<file path="src/verilog/vlsu_axi_macros.svh">
// Bus widths and burst size limits for the VLSU AXI4 master
// Shared by the package and the RTL blocks

`ifndef VLSU_AXI_MACROS_SVH
`define VLSU_AXI_MACROS_SVH

// ====================
// Bus widths
// ====================
`define VLSU_DATA_W     32
`define VLSU_ADDR_W     32

// Byte lanes per beat
`define VLSU_STRB_W     (`VLSU_DATA_W / 8)

// ====================
// Burst shape
// ====================
`define VLSU_BURST_MAX  4
`define VLSU_LEN_W      8
`define VLSU_ID_W       4

`endif

</file>
<file path="src/verilog/vlsu_axi_pkg.sv">
// Width typedefs, AXI response codes and controller states
// for the VLSU AXI4 burst master

`default_nettype none

`include "vlsu_axi_macros.svh"

package vlsu_axi_pkg;

    // Single beat and address
    typedef logic [`VLSU_ADDR_W-1:0]                 addr_t;
    typedef logic [`VLSU_DATA_W-1:0]                 data_t;
    typedef logic [`VLSU_STRB_W-1:0]                 strb_t;

    // Whole burst, beat i at bit i*DATA_W
    typedef logic [`VLSU_DATA_W*`VLSU_BURST_MAX-1:0] burst_data_t;
    typedef logic [`VLSU_STRB_W*`VLSU_BURST_MAX-1:0] burst_strb_t;

    // axlen carries beats minus one
    typedef logic [`VLSU_LEN_W-1:0]                  len_t;
    typedef logic [`VLSU_ID_W-1:0]                   id_t;
    typedef logic [1:0]                              resp_t;

    localparam resp_t RESP_OKAY   = 2'b00;
    localparam resp_t RESP_SLVERR = 2'b10;

    // Channel controller phases
    typedef enum logic [2:0] {
        ST_IDLE,
        ST_RD_ADDR,
        ST_RD_DATA,
        ST_WR_ADDR,
        ST_WR_DATA,
        ST_WR_RESP
    } ctrl_state_t;

endpackage

`default_nettype wire

</file>
<file path="src/verilog/burst_config_regs.sv">
// Saved burst configuration for first issue and retries
// Transaction ID generator, one step per accepted request

`timescale 1ns/1ps
`default_nettype none

module burst_config_regs
    import vlsu_axi_pkg::*;
(
    input  logic        clk,
    input  logic        reset,

    // Request accept strobe from the channel controller
    input  logic        req_accept,

    // Unit side request fields, valid with the strobe
    input  addr_t       base_addr,
    input  len_t        burst_len,
    input  burst_data_t vlsu_wdata,
    input  burst_strb_t write_strobe,

    // Saved configuration
    output addr_t       cfg_addr,
    output len_t        cfg_len,
    output burst_data_t cfg_wdata,
    output burst_strb_t cfg_wstrb,
    output id_t         cur_id
);

    // ID that the next accepted request will take
    id_t next_id;

    // ====================
    // Request capture
    // ====================

    // Held for the whole burst, retries reuse the same values
    always_ff @(posedge clk) begin
        if (req_accept) begin
            cfg_addr  <= base_addr;
            cfg_len   <= burst_len;
            cfg_wdata <= vlsu_wdata;
            cfg_wstrb <= write_strobe;
        end
    end

    // ====================
    // ID generator
    // ====================

    // First burst after reset gets ID 0
    // Wraps modulo 16, retries never advance it
    always_ff @(posedge clk or negedge reset) begin
        if (!reset) begin
            next_id <= '0;
            cur_id  <= '0;
        end else if (req_accept) begin
            cur_id  <= next_id;
            next_id <= next_id + 1'b1;
        end
    end

endmodule

`default_nettype wire

</file>
<file path="src/verilog/axi_channel_ctrl.sv">
// FSM driving the AXI4 channel valid/ready signals
// Write beat sequencing with wlast generation

`timescale 1ns/1ps
`default_nettype none

`include "vlsu_axi_macros.svh"

module axi_channel_ctrl
    import vlsu_axi_pkg::*;
(
    input  logic        clk,
    input  logic        reset,

    // Unit side request strobes
    input  logic        ld_req,
    input  logic        st_req,

    // Slave side handshakes
    input  logic        s_arready,
    input  logic        s_awready,
    input  logic        s_wready,
    input  logic        s_rvalid,
    input  logic        s_bvalid,

    // Completion decisions
    input  logic        rd_done,
    input  logic        rd_retry,
    input  logic        wr_done,
    input  logic        wr_retry,

    // Saved burst configuration
    input  len_t        cfg_len,
    input  burst_data_t cfg_wdata,
    input  burst_strb_t cfg_wstrb,

    // AXI channel control
    output logic        m_arvalid,
    output logic        m_awvalid,
    output logic        m_wvalid,
    output logic        m_wlast,
    output logic        m_rready,
    output logic        m_bready,
    output logic        busy,

    // Internal strobes
    output logic        req_accept,
    output logic        req_is_load,
    output logic        rd_start,
    output logic        wr_start,

    // Current write beat
    output data_t       m_wdata,
    output strb_t       m_wstrb
);

    ctrl_state_t state;
    ctrl_state_t state_next;

    // Index of the write beat on the bus
    len_t beat_cnt;

    // ====================
    // Request and channel decode
    // ====================

    // Requests only count in idle, load wins over store
    assign req_accept  = (state == ST_IDLE) && (ld_req || st_req);
    assign req_is_load = (state == ST_IDLE) && ld_req;

    assign m_arvalid = (state == ST_RD_ADDR);
    assign m_awvalid = (state == ST_WR_ADDR);
    assign m_rready  = (state == ST_RD_DATA);
    assign m_wvalid  = (state == ST_WR_DATA);
    assign m_bready  = (state == ST_WR_RESP);
    assign busy      = (state != ST_IDLE);

    // Address handshakes open the completion tracking
    assign rd_start = m_arvalid && s_arready;
    assign wr_start = m_awvalid && s_awready;

    // ====================
    // Phase FSM
    // ====================

    always_comb begin
        state_next = state;
        case (state)
            ST_IDLE: begin
                if (req_is_load)
                    state_next = ST_RD_ADDR;
                else if (req_accept)
                    state_next = ST_WR_ADDR;
            end
            ST_RD_ADDR: begin
                if (s_arready)
                    state_next = ST_RD_DATA;
            end
            // Stays here through stray-ID beats
            ST_RD_DATA: begin
                if (rd_retry)
                    state_next = ST_RD_ADDR;
                else if (rd_done)
                    state_next = ST_IDLE;
            end
            ST_WR_ADDR: begin
                if (s_awready)
                    state_next = ST_WR_DATA;
            end
            ST_WR_DATA: begin
                if (s_wready && m_wlast)
                    state_next = ST_WR_RESP;
            end
            ST_WR_RESP: begin
                if (wr_retry)
                    state_next = ST_WR_ADDR;
                else if (wr_done)
                    state_next = ST_IDLE;
            end
            default: state_next = ST_IDLE;
        endcase
    end

    always_ff @(posedge clk or negedge reset) begin
        if (!reset)
            state <= ST_IDLE;
        else
            state <= state_next;
    end

    // ====================
    // Write beat sequencing
    // ====================

    // Restarts at beat 0 on every aw handshake, retries included
    always_ff @(posedge clk or negedge reset) begin
        if (!reset)
            beat_cnt <= '0;
        else if (wr_start)
            beat_cnt <= '0;
        else if (m_wvalid && s_wready && !m_wlast)
            beat_cnt <= beat_cnt + 1'b1;
    end

    // Full-width beats, slice picked by the beat index
    assign m_wdata = cfg_wdata[beat_cnt[1:0]*`VLSU_DATA_W +: `VLSU_DATA_W];
    assign m_wstrb = cfg_wstrb[beat_cnt[1:0]*`VLSU_STRB_W +: `VLSU_STRB_W];
    assign m_wlast = m_wvalid && (beat_cnt == cfg_len);

    // ====================
    // Protocol checks
    // ====================

    // Shared address bus carries one channel at a time
    a_addr_excl: assert property (@(posedge clk) disable iff (!reset)
        !(m_arvalid && m_awvalid));

    a_ar_hold: assert property (@(posedge clk) disable iff (!reset)
        m_arvalid && !s_arready |=> m_arvalid);

    a_aw_hold: assert property (@(posedge clk) disable iff (!reset)
        m_awvalid && !s_awready |=> m_awvalid);

endmodule

`default_nettype wire

</file>
<file path="src/verilog/burst_completion.sv">
// Read beat assembly into the wide burst word
// Read and write response checks with done/retry decision

`timescale 1ns/1ps
`default_nettype none

`include "vlsu_axi_macros.svh"

module burst_completion
    import vlsu_axi_pkg::*;
(
    input  logic        clk,
    input  logic        reset,

    // Strobes from the channel controller
    input  logic        rd_start,
    input  logic        wr_start,
    input  logic        req_accept,

    // Read data channel
    input  logic        s_rvalid,
    input  logic        m_rready,
    input  logic        s_rlast,
    input  data_t       s_rdata,
    input  id_t         s_rid,
    input  resp_t       s_rresp,

    // Write response channel
    input  logic        s_bvalid,
    input  logic        m_bready,
    input  id_t         s_bid,
    input  resp_t       s_bresp,

    // ID of the burst in flight
    input  id_t         cur_id,

    // Unit side results
    output burst_data_t burst_rdata_array,
    output logic        burst_valid_data,
    output logic        burst_wr_valid,

    // Decisions back to the controller
    output logic        rd_done,
    output logic        rd_retry,
    output logic        wr_done,
    output logic        wr_retry
);

    // Beat slot for the next matching read beat
    logic [2:0] beat_idx;
    logic       rd_err;
    logic       wr_wait;

    logic       rd_match;
    logic       rd_last_hit;
    logic       rd_err_now;
    logic       wr_hit;

    // ====================
    // Read side
    // ====================

    // Foreign IDs are accepted but ignored
    assign rd_match    = s_rvalid && m_rready && (s_rid == cur_id);
    assign rd_last_hit = rd_match && s_rlast;

    // Error on the last beat itself counts too
    assign rd_err_now  = rd_err || (s_rresp != RESP_OKAY);
    assign rd_done     = rd_last_hit && !rd_err_now;
    assign rd_retry    = rd_last_hit && rd_err_now;

    always_ff @(posedge clk or negedge reset) begin
        if (!reset) begin
            beat_idx <= '0;
            rd_err   <= 1'b0;
        end else if (rd_start) begin
            beat_idx <= '0;
            rd_err   <= 1'b0;
        end else if (rd_match) begin
            beat_idx <= beat_idx + 1'b1;
            if (s_rresp != RESP_OKAY)
                rd_err <= 1'b1;
        end
    end

    // Every matching beat lands in its slot, a retry rewrites them all
    always_ff @(posedge clk) begin
        if (rd_match)
            burst_rdata_array[beat_idx[1:0]*`VLSU_DATA_W +: `VLSU_DATA_W] <= s_rdata;
    end

    // ====================
    // Write side
    // ====================

    // Pending from aw handshake to the matching response
    assign wr_hit   = s_bvalid && m_bready && wr_wait && (s_bid == cur_id);
    assign wr_done  = wr_hit && (s_bresp == RESP_OKAY);
    assign wr_retry = wr_hit && (s_bresp != RESP_OKAY);

    always_ff @(posedge clk or negedge reset) begin
        if (!reset)
            wr_wait <= 1'b0;
        else if (wr_start)
            wr_wait <= 1'b1;
        else if (wr_hit)
            wr_wait <= 1'b0;
    end

    // ====================
    // Done flags
    // ====================

    // Levels, dropped when the next request is taken
    always_ff @(posedge clk or negedge reset) begin
        if (!reset) begin
            burst_valid_data <= 1'b0;
            burst_wr_valid   <= 1'b0;
        end else if (req_accept) begin
            burst_valid_data <= 1'b0;
            burst_wr_valid   <= 1'b0;
        end else begin
            if (rd_done)
                burst_valid_data <= 1'b1;
            if (wr_done)
                burst_wr_valid <= 1'b1;
        end
    end

    // At most one completion decision per cycle across both directions
    a_one_decision: assert property (@(posedge clk) disable iff (!reset)
        $onehot0({rd_done, rd_retry, wr_done, wr_retry}));

    // Slave never sends more matching beats than a burst can hold
    a_beat_bound: assert property (@(posedge clk) disable iff (!reset)
        rd_match |-> (beat_idx < `VLSU_BURST_MAX));

endmodule

`default_nettype wire

</file>
<file path="src/verilog/vlsu_axi_master.sv">
// VLSU AXI4 burst master top level
// Config registers, channel controller and completion logic

`timescale 1ns/1ps
`default_nettype none

module vlsu_axi_master
    import vlsu_axi_pkg::*;
(
    input  logic        clk,
    input  logic        reset,

    // ====================
    // Unit side
    // ====================
    input  logic        ld_req,
    input  logic        st_req,
    input  addr_t       base_addr,
    input  len_t        burst_len,
    input  burst_data_t vlsu_wdata,
    input  burst_strb_t write_strobe,
    output burst_data_t burst_rdata_array,
    output logic        burst_valid_data,
    output logic        burst_wr_valid,
    output logic        busy,

    // ====================
    // AXI side
    // ====================

    // Shared address bus for ar and aw
    output addr_t       m_axaddr,
    output len_t        m_axlen,
    output id_t         m_axid,
    output logic        m_arvalid,
    output logic        m_awvalid,
    input  logic        s_arready,
    input  logic        s_awready,

    // Write data
    output data_t       m_wdata,
    output strb_t       m_wstrb,
    output logic        m_wlast,
    output logic        m_wvalid,
    input  logic        s_wready,

    // Read data
    input  logic        s_rvalid,
    input  data_t       s_rdata,
    input  id_t         s_rid,
    input  resp_t       s_rresp,
    input  logic        s_rlast,
    output logic        m_rready,

    // Write response
    input  logic        s_bvalid,
    input  id_t         s_bid,
    input  resp_t       s_bresp,
    output logic        m_bready
);

    burst_data_t cfg_wdata;
    burst_strb_t cfg_wstrb;

    logic req_accept;
    logic rd_start;
    logic wr_start;
    logic rd_done;
    logic rd_retry;
    logic wr_done;
    logic wr_retry;

    // Saved address, length and ID go straight onto the address bus
    burst_config_regs config_i (
        .clk          (clk),
        .reset        (reset),
        .req_accept   (req_accept),
        .base_addr    (base_addr),
        .burst_len    (burst_len),
        .vlsu_wdata   (vlsu_wdata),
        .write_strobe (write_strobe),
        .cfg_addr     (m_axaddr),
        .cfg_len      (m_axlen),
        .cfg_wdata    (cfg_wdata),
        .cfg_wstrb    (cfg_wstrb),
        .cur_id       (m_axid)
    );

    // Load/store select only steers the controller's own phase choice
    axi_channel_ctrl ctrl_i (
        .clk         (clk),
        .reset       (reset),
        .ld_req      (ld_req),
        .st_req      (st_req),
        .s_arready   (s_arready),
        .s_awready   (s_awready),
        .s_wready    (s_wready),
        .s_rvalid    (s_rvalid),
        .s_bvalid    (s_bvalid),
        .rd_done     (rd_done),
        .rd_retry    (rd_retry),
        .wr_done     (wr_done),
        .wr_retry    (wr_retry),
        .cfg_len     (m_axlen),
        .cfg_wdata   (cfg_wdata),
        .cfg_wstrb   (cfg_wstrb),
        .m_arvalid   (m_arvalid),
        .m_awvalid   (m_awvalid),
        .m_wvalid    (m_wvalid),
        .m_wlast     (m_wlast),
        .m_rready    (m_rready),
        .m_bready    (m_bready),
        .busy        (busy),
        .req_accept  (req_accept),
        .req_is_load (),
        .rd_start    (rd_start),
        .wr_start    (wr_start),
        .m_wdata     (m_wdata),
        .m_wstrb     (m_wstrb)
    );

    burst_completion completion_i (
        .clk               (clk),
        .reset             (reset),
        .rd_start          (rd_start),
        .wr_start          (wr_start),
        .req_accept        (req_accept),
        .s_rvalid          (s_rvalid),
        .m_rready          (m_rready),
        .s_rlast           (s_rlast),
        .s_rdata           (s_rdata),
        .s_rid             (s_rid),
        .s_rresp           (s_rresp),
        .s_bvalid          (s_bvalid),
        .m_bready          (m_bready),
        .s_bid             (s_bid),
        .s_bresp           (s_bresp),
        .cur_id            (m_axid),
        .burst_rdata_array (burst_rdata_array),
        .burst_valid_data  (burst_valid_data),
        .burst_wr_valid    (burst_wr_valid),
        .rd_done           (rd_done),
        .rd_retry          (rd_retry),
        .wr_done           (wr_done),
        .wr_retry          (wr_retry)
    );

endmodule

`default_nettype wire

</file>
<file path="config.mk">
export PLATFORM = sky130hd
export DESIGN_NAME = vlsu_axi_master
export DESIGN_NICKNAME = d
export VERILOG_FILES = /design/src/verilog/vlsu_axi_pkg.sv /design/src/verilog/burst_config_regs.sv /design/src/verilog/axi_channel_ctrl.sv /design/src/verilog/burst_completion.sv /design/src/verilog/vlsu_axi_master.sv
export VERILOG_INCLUDE_DIRS = /design/src /design/src/verilog
export SDC_FILE = /design/constraint.sdc
export NUM_CORES = 1
export LEC_CHECK = 0
export ABC_AREA = 1
export BUFFER_PORTS_ARGS = -buffer_cell sky130_fd_sc_hd__buf_2
export CORE_MARGIN = 5
export CORE_UTILIZATION = 35
export CTS_BUF_LIST = sky130_fd_sc_hd__clkbuf_2 sky130_fd_sc_hd__clkbuf_4 sky130_fd_sc_hd__clkbuf_8
export DETAILED_ROUTE_END_ITERATION = 8
export PLACE_DENSITY = 0.58
export SYNTH_ARGS = -nofsm -noshare
export SYNTH_HDL_FRONTEND = slang
export SYNTH_SLANG_ARGS = --single-unit
</file>
<file path="constraint.sdc">
create_clock -name clk -period 9.74 [get_ports clk]
set_clock_uncertainty 0.15 [all_clocks]
set_input_delay 1.948 -clock clk [delete_from_list [all_inputs] [get_ports clk]]
set_output_delay 1.948 -clock clk [all_outputs]
set_load 0.05 [all_outputs]
</file>
==> impl_results.md <==
* Result of the run: completed
* CTS H-tree lvls at 2
* Total nets after synthesis at roughly 1200
* Num CTS Buffers at 56
* Number of fill cells at 3391
* Number of pins with negative max-slew slack in the final report at 0
* Sequence of cells on the critical path: inv_2 > buf_4 > o21ai_0 > o22ai_1 > buf_2
* Maximum clock frequency at between 200 and 250 MHz
* Number of register bits inferred by synthesis at between 300 and 400
* Clock tree buffer depth at 3
* Worst Setup Slack, final at roughly 5.0 ns
* Growth of design area from synthesis to finish at 30.4%
* Number of maximum-capacitance constraint violations at 0
* First-pass DRT Iterations at 5
* Depth of the most critical reg-to-reg path at 5
* Area used by multi-input combinational logic at about 2500 um2
* Largest fanout on the critical path at 38
* Total via count in the routed design at between 9000 and 10000
* Worst slew margin relative to its limit at between 20% and 30%
* Total number of placement rows at 70
* Number of global-route vias before repair at about 9000
* Count of yosys warnings during synthesis at 0
* Die boundary width at ~200 um
* First-pass GRT wire length at between 50 and 60 mm
* Transition time at the pin with the least slew margin at 1.06 ns
* DRC violations left at 0
* Max stage delay cell, worst path: sky130_fd_sc_hd__buf_4
* Total congestion overflow after global routing at 0
* Crit path capture type: output pin
* Routed length per instance at around 18 um
* Overall die area at slightly above 40000 um2
* Total of hold buffers inserted after clock tree synthesis at 0
* Most used cells in the layout excluding fill and tap cells: 454 x sky130_fd_sc_hd__buf_2, 312 x sky130_fd_sc_hd__edfxtp_1, 201 x sky130_fd_sc_hd__nor2_1
* Drt total wl at about 36 mm
* Hold Fails Final Rpt at 0
* Largest net degree at the start of global routing at roughly 110
* Gate count of the mapped netlist at slightly below 1000
* Antenna violations before repair at 12
* Most common library cell in the layout ignoring fill and taps: sky130_fd_sc_hd__buf_2
* Logic depth of the worst path, buffers included at 5
* Category of the worst setup path launch point: flop
* DRT iter0 DRCs at approximately 500
* Average footprint of a synthesized cell at around 13 um2
* Fraction of layout cells with a size suffix above 1 at just under 40%
* Clock input transition at the sequential cells of the worst setup and hold paths at around 0.06 ns
* Detailed placer's ending HPWL at between 20 and 30 mm
* Data required time of the critical path at roughly 7.6 ns
* Clock tree sinks at 337
* Crit path DAT at approximately 2.7 ns
* Number of distinct library cells after synthesis at 32
* TNS Setup at 0 ns
* Setup Crit Path Kind: flop to output pin
* Placer's final routability congestion estimate at around 0.8
* Gate family responsible for the most delay along the worst path: buffers and inverters
* Clock root buffer: sky130_fd_sc_hd__clkbuf_8
* Time the worst path needs with I/O delays and setup at between 4 and 5 ns
* Maximum cell stage delay along the critical path at 0.48 ns
* Number of antenna-violating nets in the routed design at 0
* Power per cell area at approximately 310 nW/um2
* Standby leakage power at a little under 7 nW
* Worst min-delay path category: flop to flop
* Count of buffers from port buffering at ~450
* Vertical extent of the die at roughly 200 um
* Register area share after synthesis at ~77%
* Worst supply voltage drop on vdd at around 0.22 mV
* Area of the mapped netlist at about 13000 um2
* Vias per cell at roughly 4.7
* IO Count at roughly 460
* Setup repair after global routing missed its margin: false
* Setup violators final at 0
* Count of buffers added by post-CTS timing repair for setup at 0
* Number of cells on the worst hold path at 2
* Starting density of the core at about a third
* Clock tree from TritonCTS: done
* Final Hold Slack at approximately 0.32 ns
* Number of nets in the layout at between 1500 and 2000
* Area of all sequential standard cells at ~10000 um2
* Placeable core region at around 37000 um2
* Worst setup slack before clock tree synthesis at between 5 and 6 ns
* Post-cts gate resize count at 0
* Number of buffers and inverters on the critical path at 3
* GR Util All Layers at between 10% and 20%
* Final critical-path share of the clock period at 48.8%
* Worst-skew pair later-pin latency at 0.60 ns
## synthesized netlist by cell type
cell	number	area share, %
sky130_fd_sc_hd__and3_1	1	0.049
sky130_fd_sc_hd__dfrtp_1	25	4.9
sky130_fd_sc_hd__buf_6	1	0.087
sky130_fd_sc_hd__nor2_1	205	6.0
sky130_fd_sc_hd__a31oi_1	1	0.049
sky130_fd_sc_hd__edfxtp_1	312	73
sky130_fd_sc_hd__o21ai_1	1	0.039
sky130_fd_sc_hd__nand4_1	4	0.19
sky130_fd_sc_hd__nor2_4	1	0.087
sky130_fd_sc_hd__nand3_1	20	0.78
sky130_fd_sc_hd__o21ai_2	5	0.34
sky130_fd_sc_hd__or2_2	2	0.097
sky130_fd_sc_hd__buf_1	2	0.058
sky130_fd_sc_hd__inv_1	70	2.0
sky130_fd_sc_hd__nor3_1	29	1.1
sky130_fd_sc_hd__inv_2	5	0.15
sky130_fd_sc_hd__buf_2	4	0.16
sky130_fd_sc_hd__o21a_1	1	0.058
sky130_fd_sc_hd__clkbuf_1	31	0.90
sky130_fd_sc_hd__o22ai_1	36	1.7
sky130_fd_sc_hd__nand2_4	4	0.35
sky130_fd_sc_hd__o21ai_0	80	3.1
sky130_fd_sc_hd__nor2_2	2	0.097
sky130_fd_sc_hd__clkbuf_2	1	0.039
sky130_fd_sc_hd__xor2_1	8	0.54
sky130_fd_sc_hd__nand2_1	83	2.4
sky130_fd_sc_hd__ha_1	7	0.68
sky130_fd_sc_hd__nand2_2	2	0.097
sky130_fd_sc_hd__xnor2_1	8	0.54
sky130_fd_sc_hd__a21oi_1	6	0.23
sky130_fd_sc_hd__nand3_2	6	0.47
sky130_fd_sc_hd__clkinv_1	1	0.029
## cells by family (layout without fill, tap and decap cells)
| group | count (synthesis) | after routing | share of synthesized area [%] |
|---|---|---|---|
| xor gates and xnor gates | 16 | 16 | 1.09 |
| DFF | 337 | 337 | 77.5 |
| AOI/OAI and AO/OA | 130 | 130 | 5.57 |
| buffers and inverters | 115 | 634 | 3.45 |
| adders and majority gates | 7 | 7 | 0.679 |
| and+or+nand+nor | 359 | 359 | 11.7 |
| other | 0 | 6 | 0 |
## flip-flops by register name, summed over array words and instances, names as in the netlist
signal	count
config_i.cfg_wstrb	16
ctrl_i.beat_cnt	8
completion_i.rd_err	1
ctrl_i.state	3
config_i.next_id	4
completion_i.burst_valid_data	1
completion_i.burst_wr_valid	1
completion_i.burst_rdata_array	128
config_i.cfg_len	8
config_i.cur_id	4
config_i.cfg_addr	32
config_i.cfg_wdata	128
completion_i.wr_wait	1
completion_i.beat_idx	2
## through the flow
stage	power [mW]	area (um2)	util, %	std cells
after floorplan	3.55	12900	-	964
after global placement	4.05	15700	42.9	1854
after detailed placement	4.07	15700	42.9	1854
after CTS	5.35	16800	46.0	1951
after global routing	5.56	16800	46.0	1953
final	5.27	16800	46.0	1957
## power by group
group          switching (mW)  internal (mW)  leakage [nW]
registers               0.114           1.96          3.23
logic                    1.54          0.403          3.11
clock network           0.544          0.714         0.587
## final timing paths
| check | endpoint | startpoint | slack [ns] |
|---|---|---|---|
| setup reg to reg | completion_i.burst_rdata_array[100] | completion_i.beat_idx[0] | 6.22 |
| hold / removal | completion_i.wr_wait | completion_i.wr_wait | 0.32 |
| hold reg to reg | completion_i.wr_wait | completion_i.wr_wait | 0.32 |
| setup / recovery | m_wdata[22] | ctrl_i.beat_cnt[0] | 4.99 |
| max in group asynchronous | ctrl_i.beat_cnt[0] | reset | 7.83 |
| min in group asynchronous | ctrl_i.beat_cnt[3] | reset | 1.19 |
## cell type report
class                           count  area share, %
Multi-Input combinational cell    512           14.8
Tap cell                          468           3.48
Clock inverter                     23           1.19
Timing Repair Buffer              461           13.8
Antenna cell                        6         0.0893
Sequential cell                   337           59.4
Clock buffer                       74           5.46
Inverter                           76           1.73
## worst reg2reg max path, cell delays in order, from the launching register on
cell	delay [ns]
sky130_fd_sc_hd__dfrtp_1	0.94
sky130_fd_sc_hd__inv_1	0.31
sky130_fd_sc_hd__ha_1	0.73
sky130_fd_sc_hd__inv_2	0.28
sky130_fd_sc_hd__nand2_1	0.70
sky130_fd_sc_hd__nor2_1	0.11
## routing by layer
metal  vias up  GRT usage [%]  routed length, um
li1       4358              -                  -
met1      4272           19.4              13800
met2       453           27.7              17100
met3        77           7.04               3940
met4         8           6.91               1150
met5         -              0                 54
Note: power is estimated with default switching activity, not from simulation.
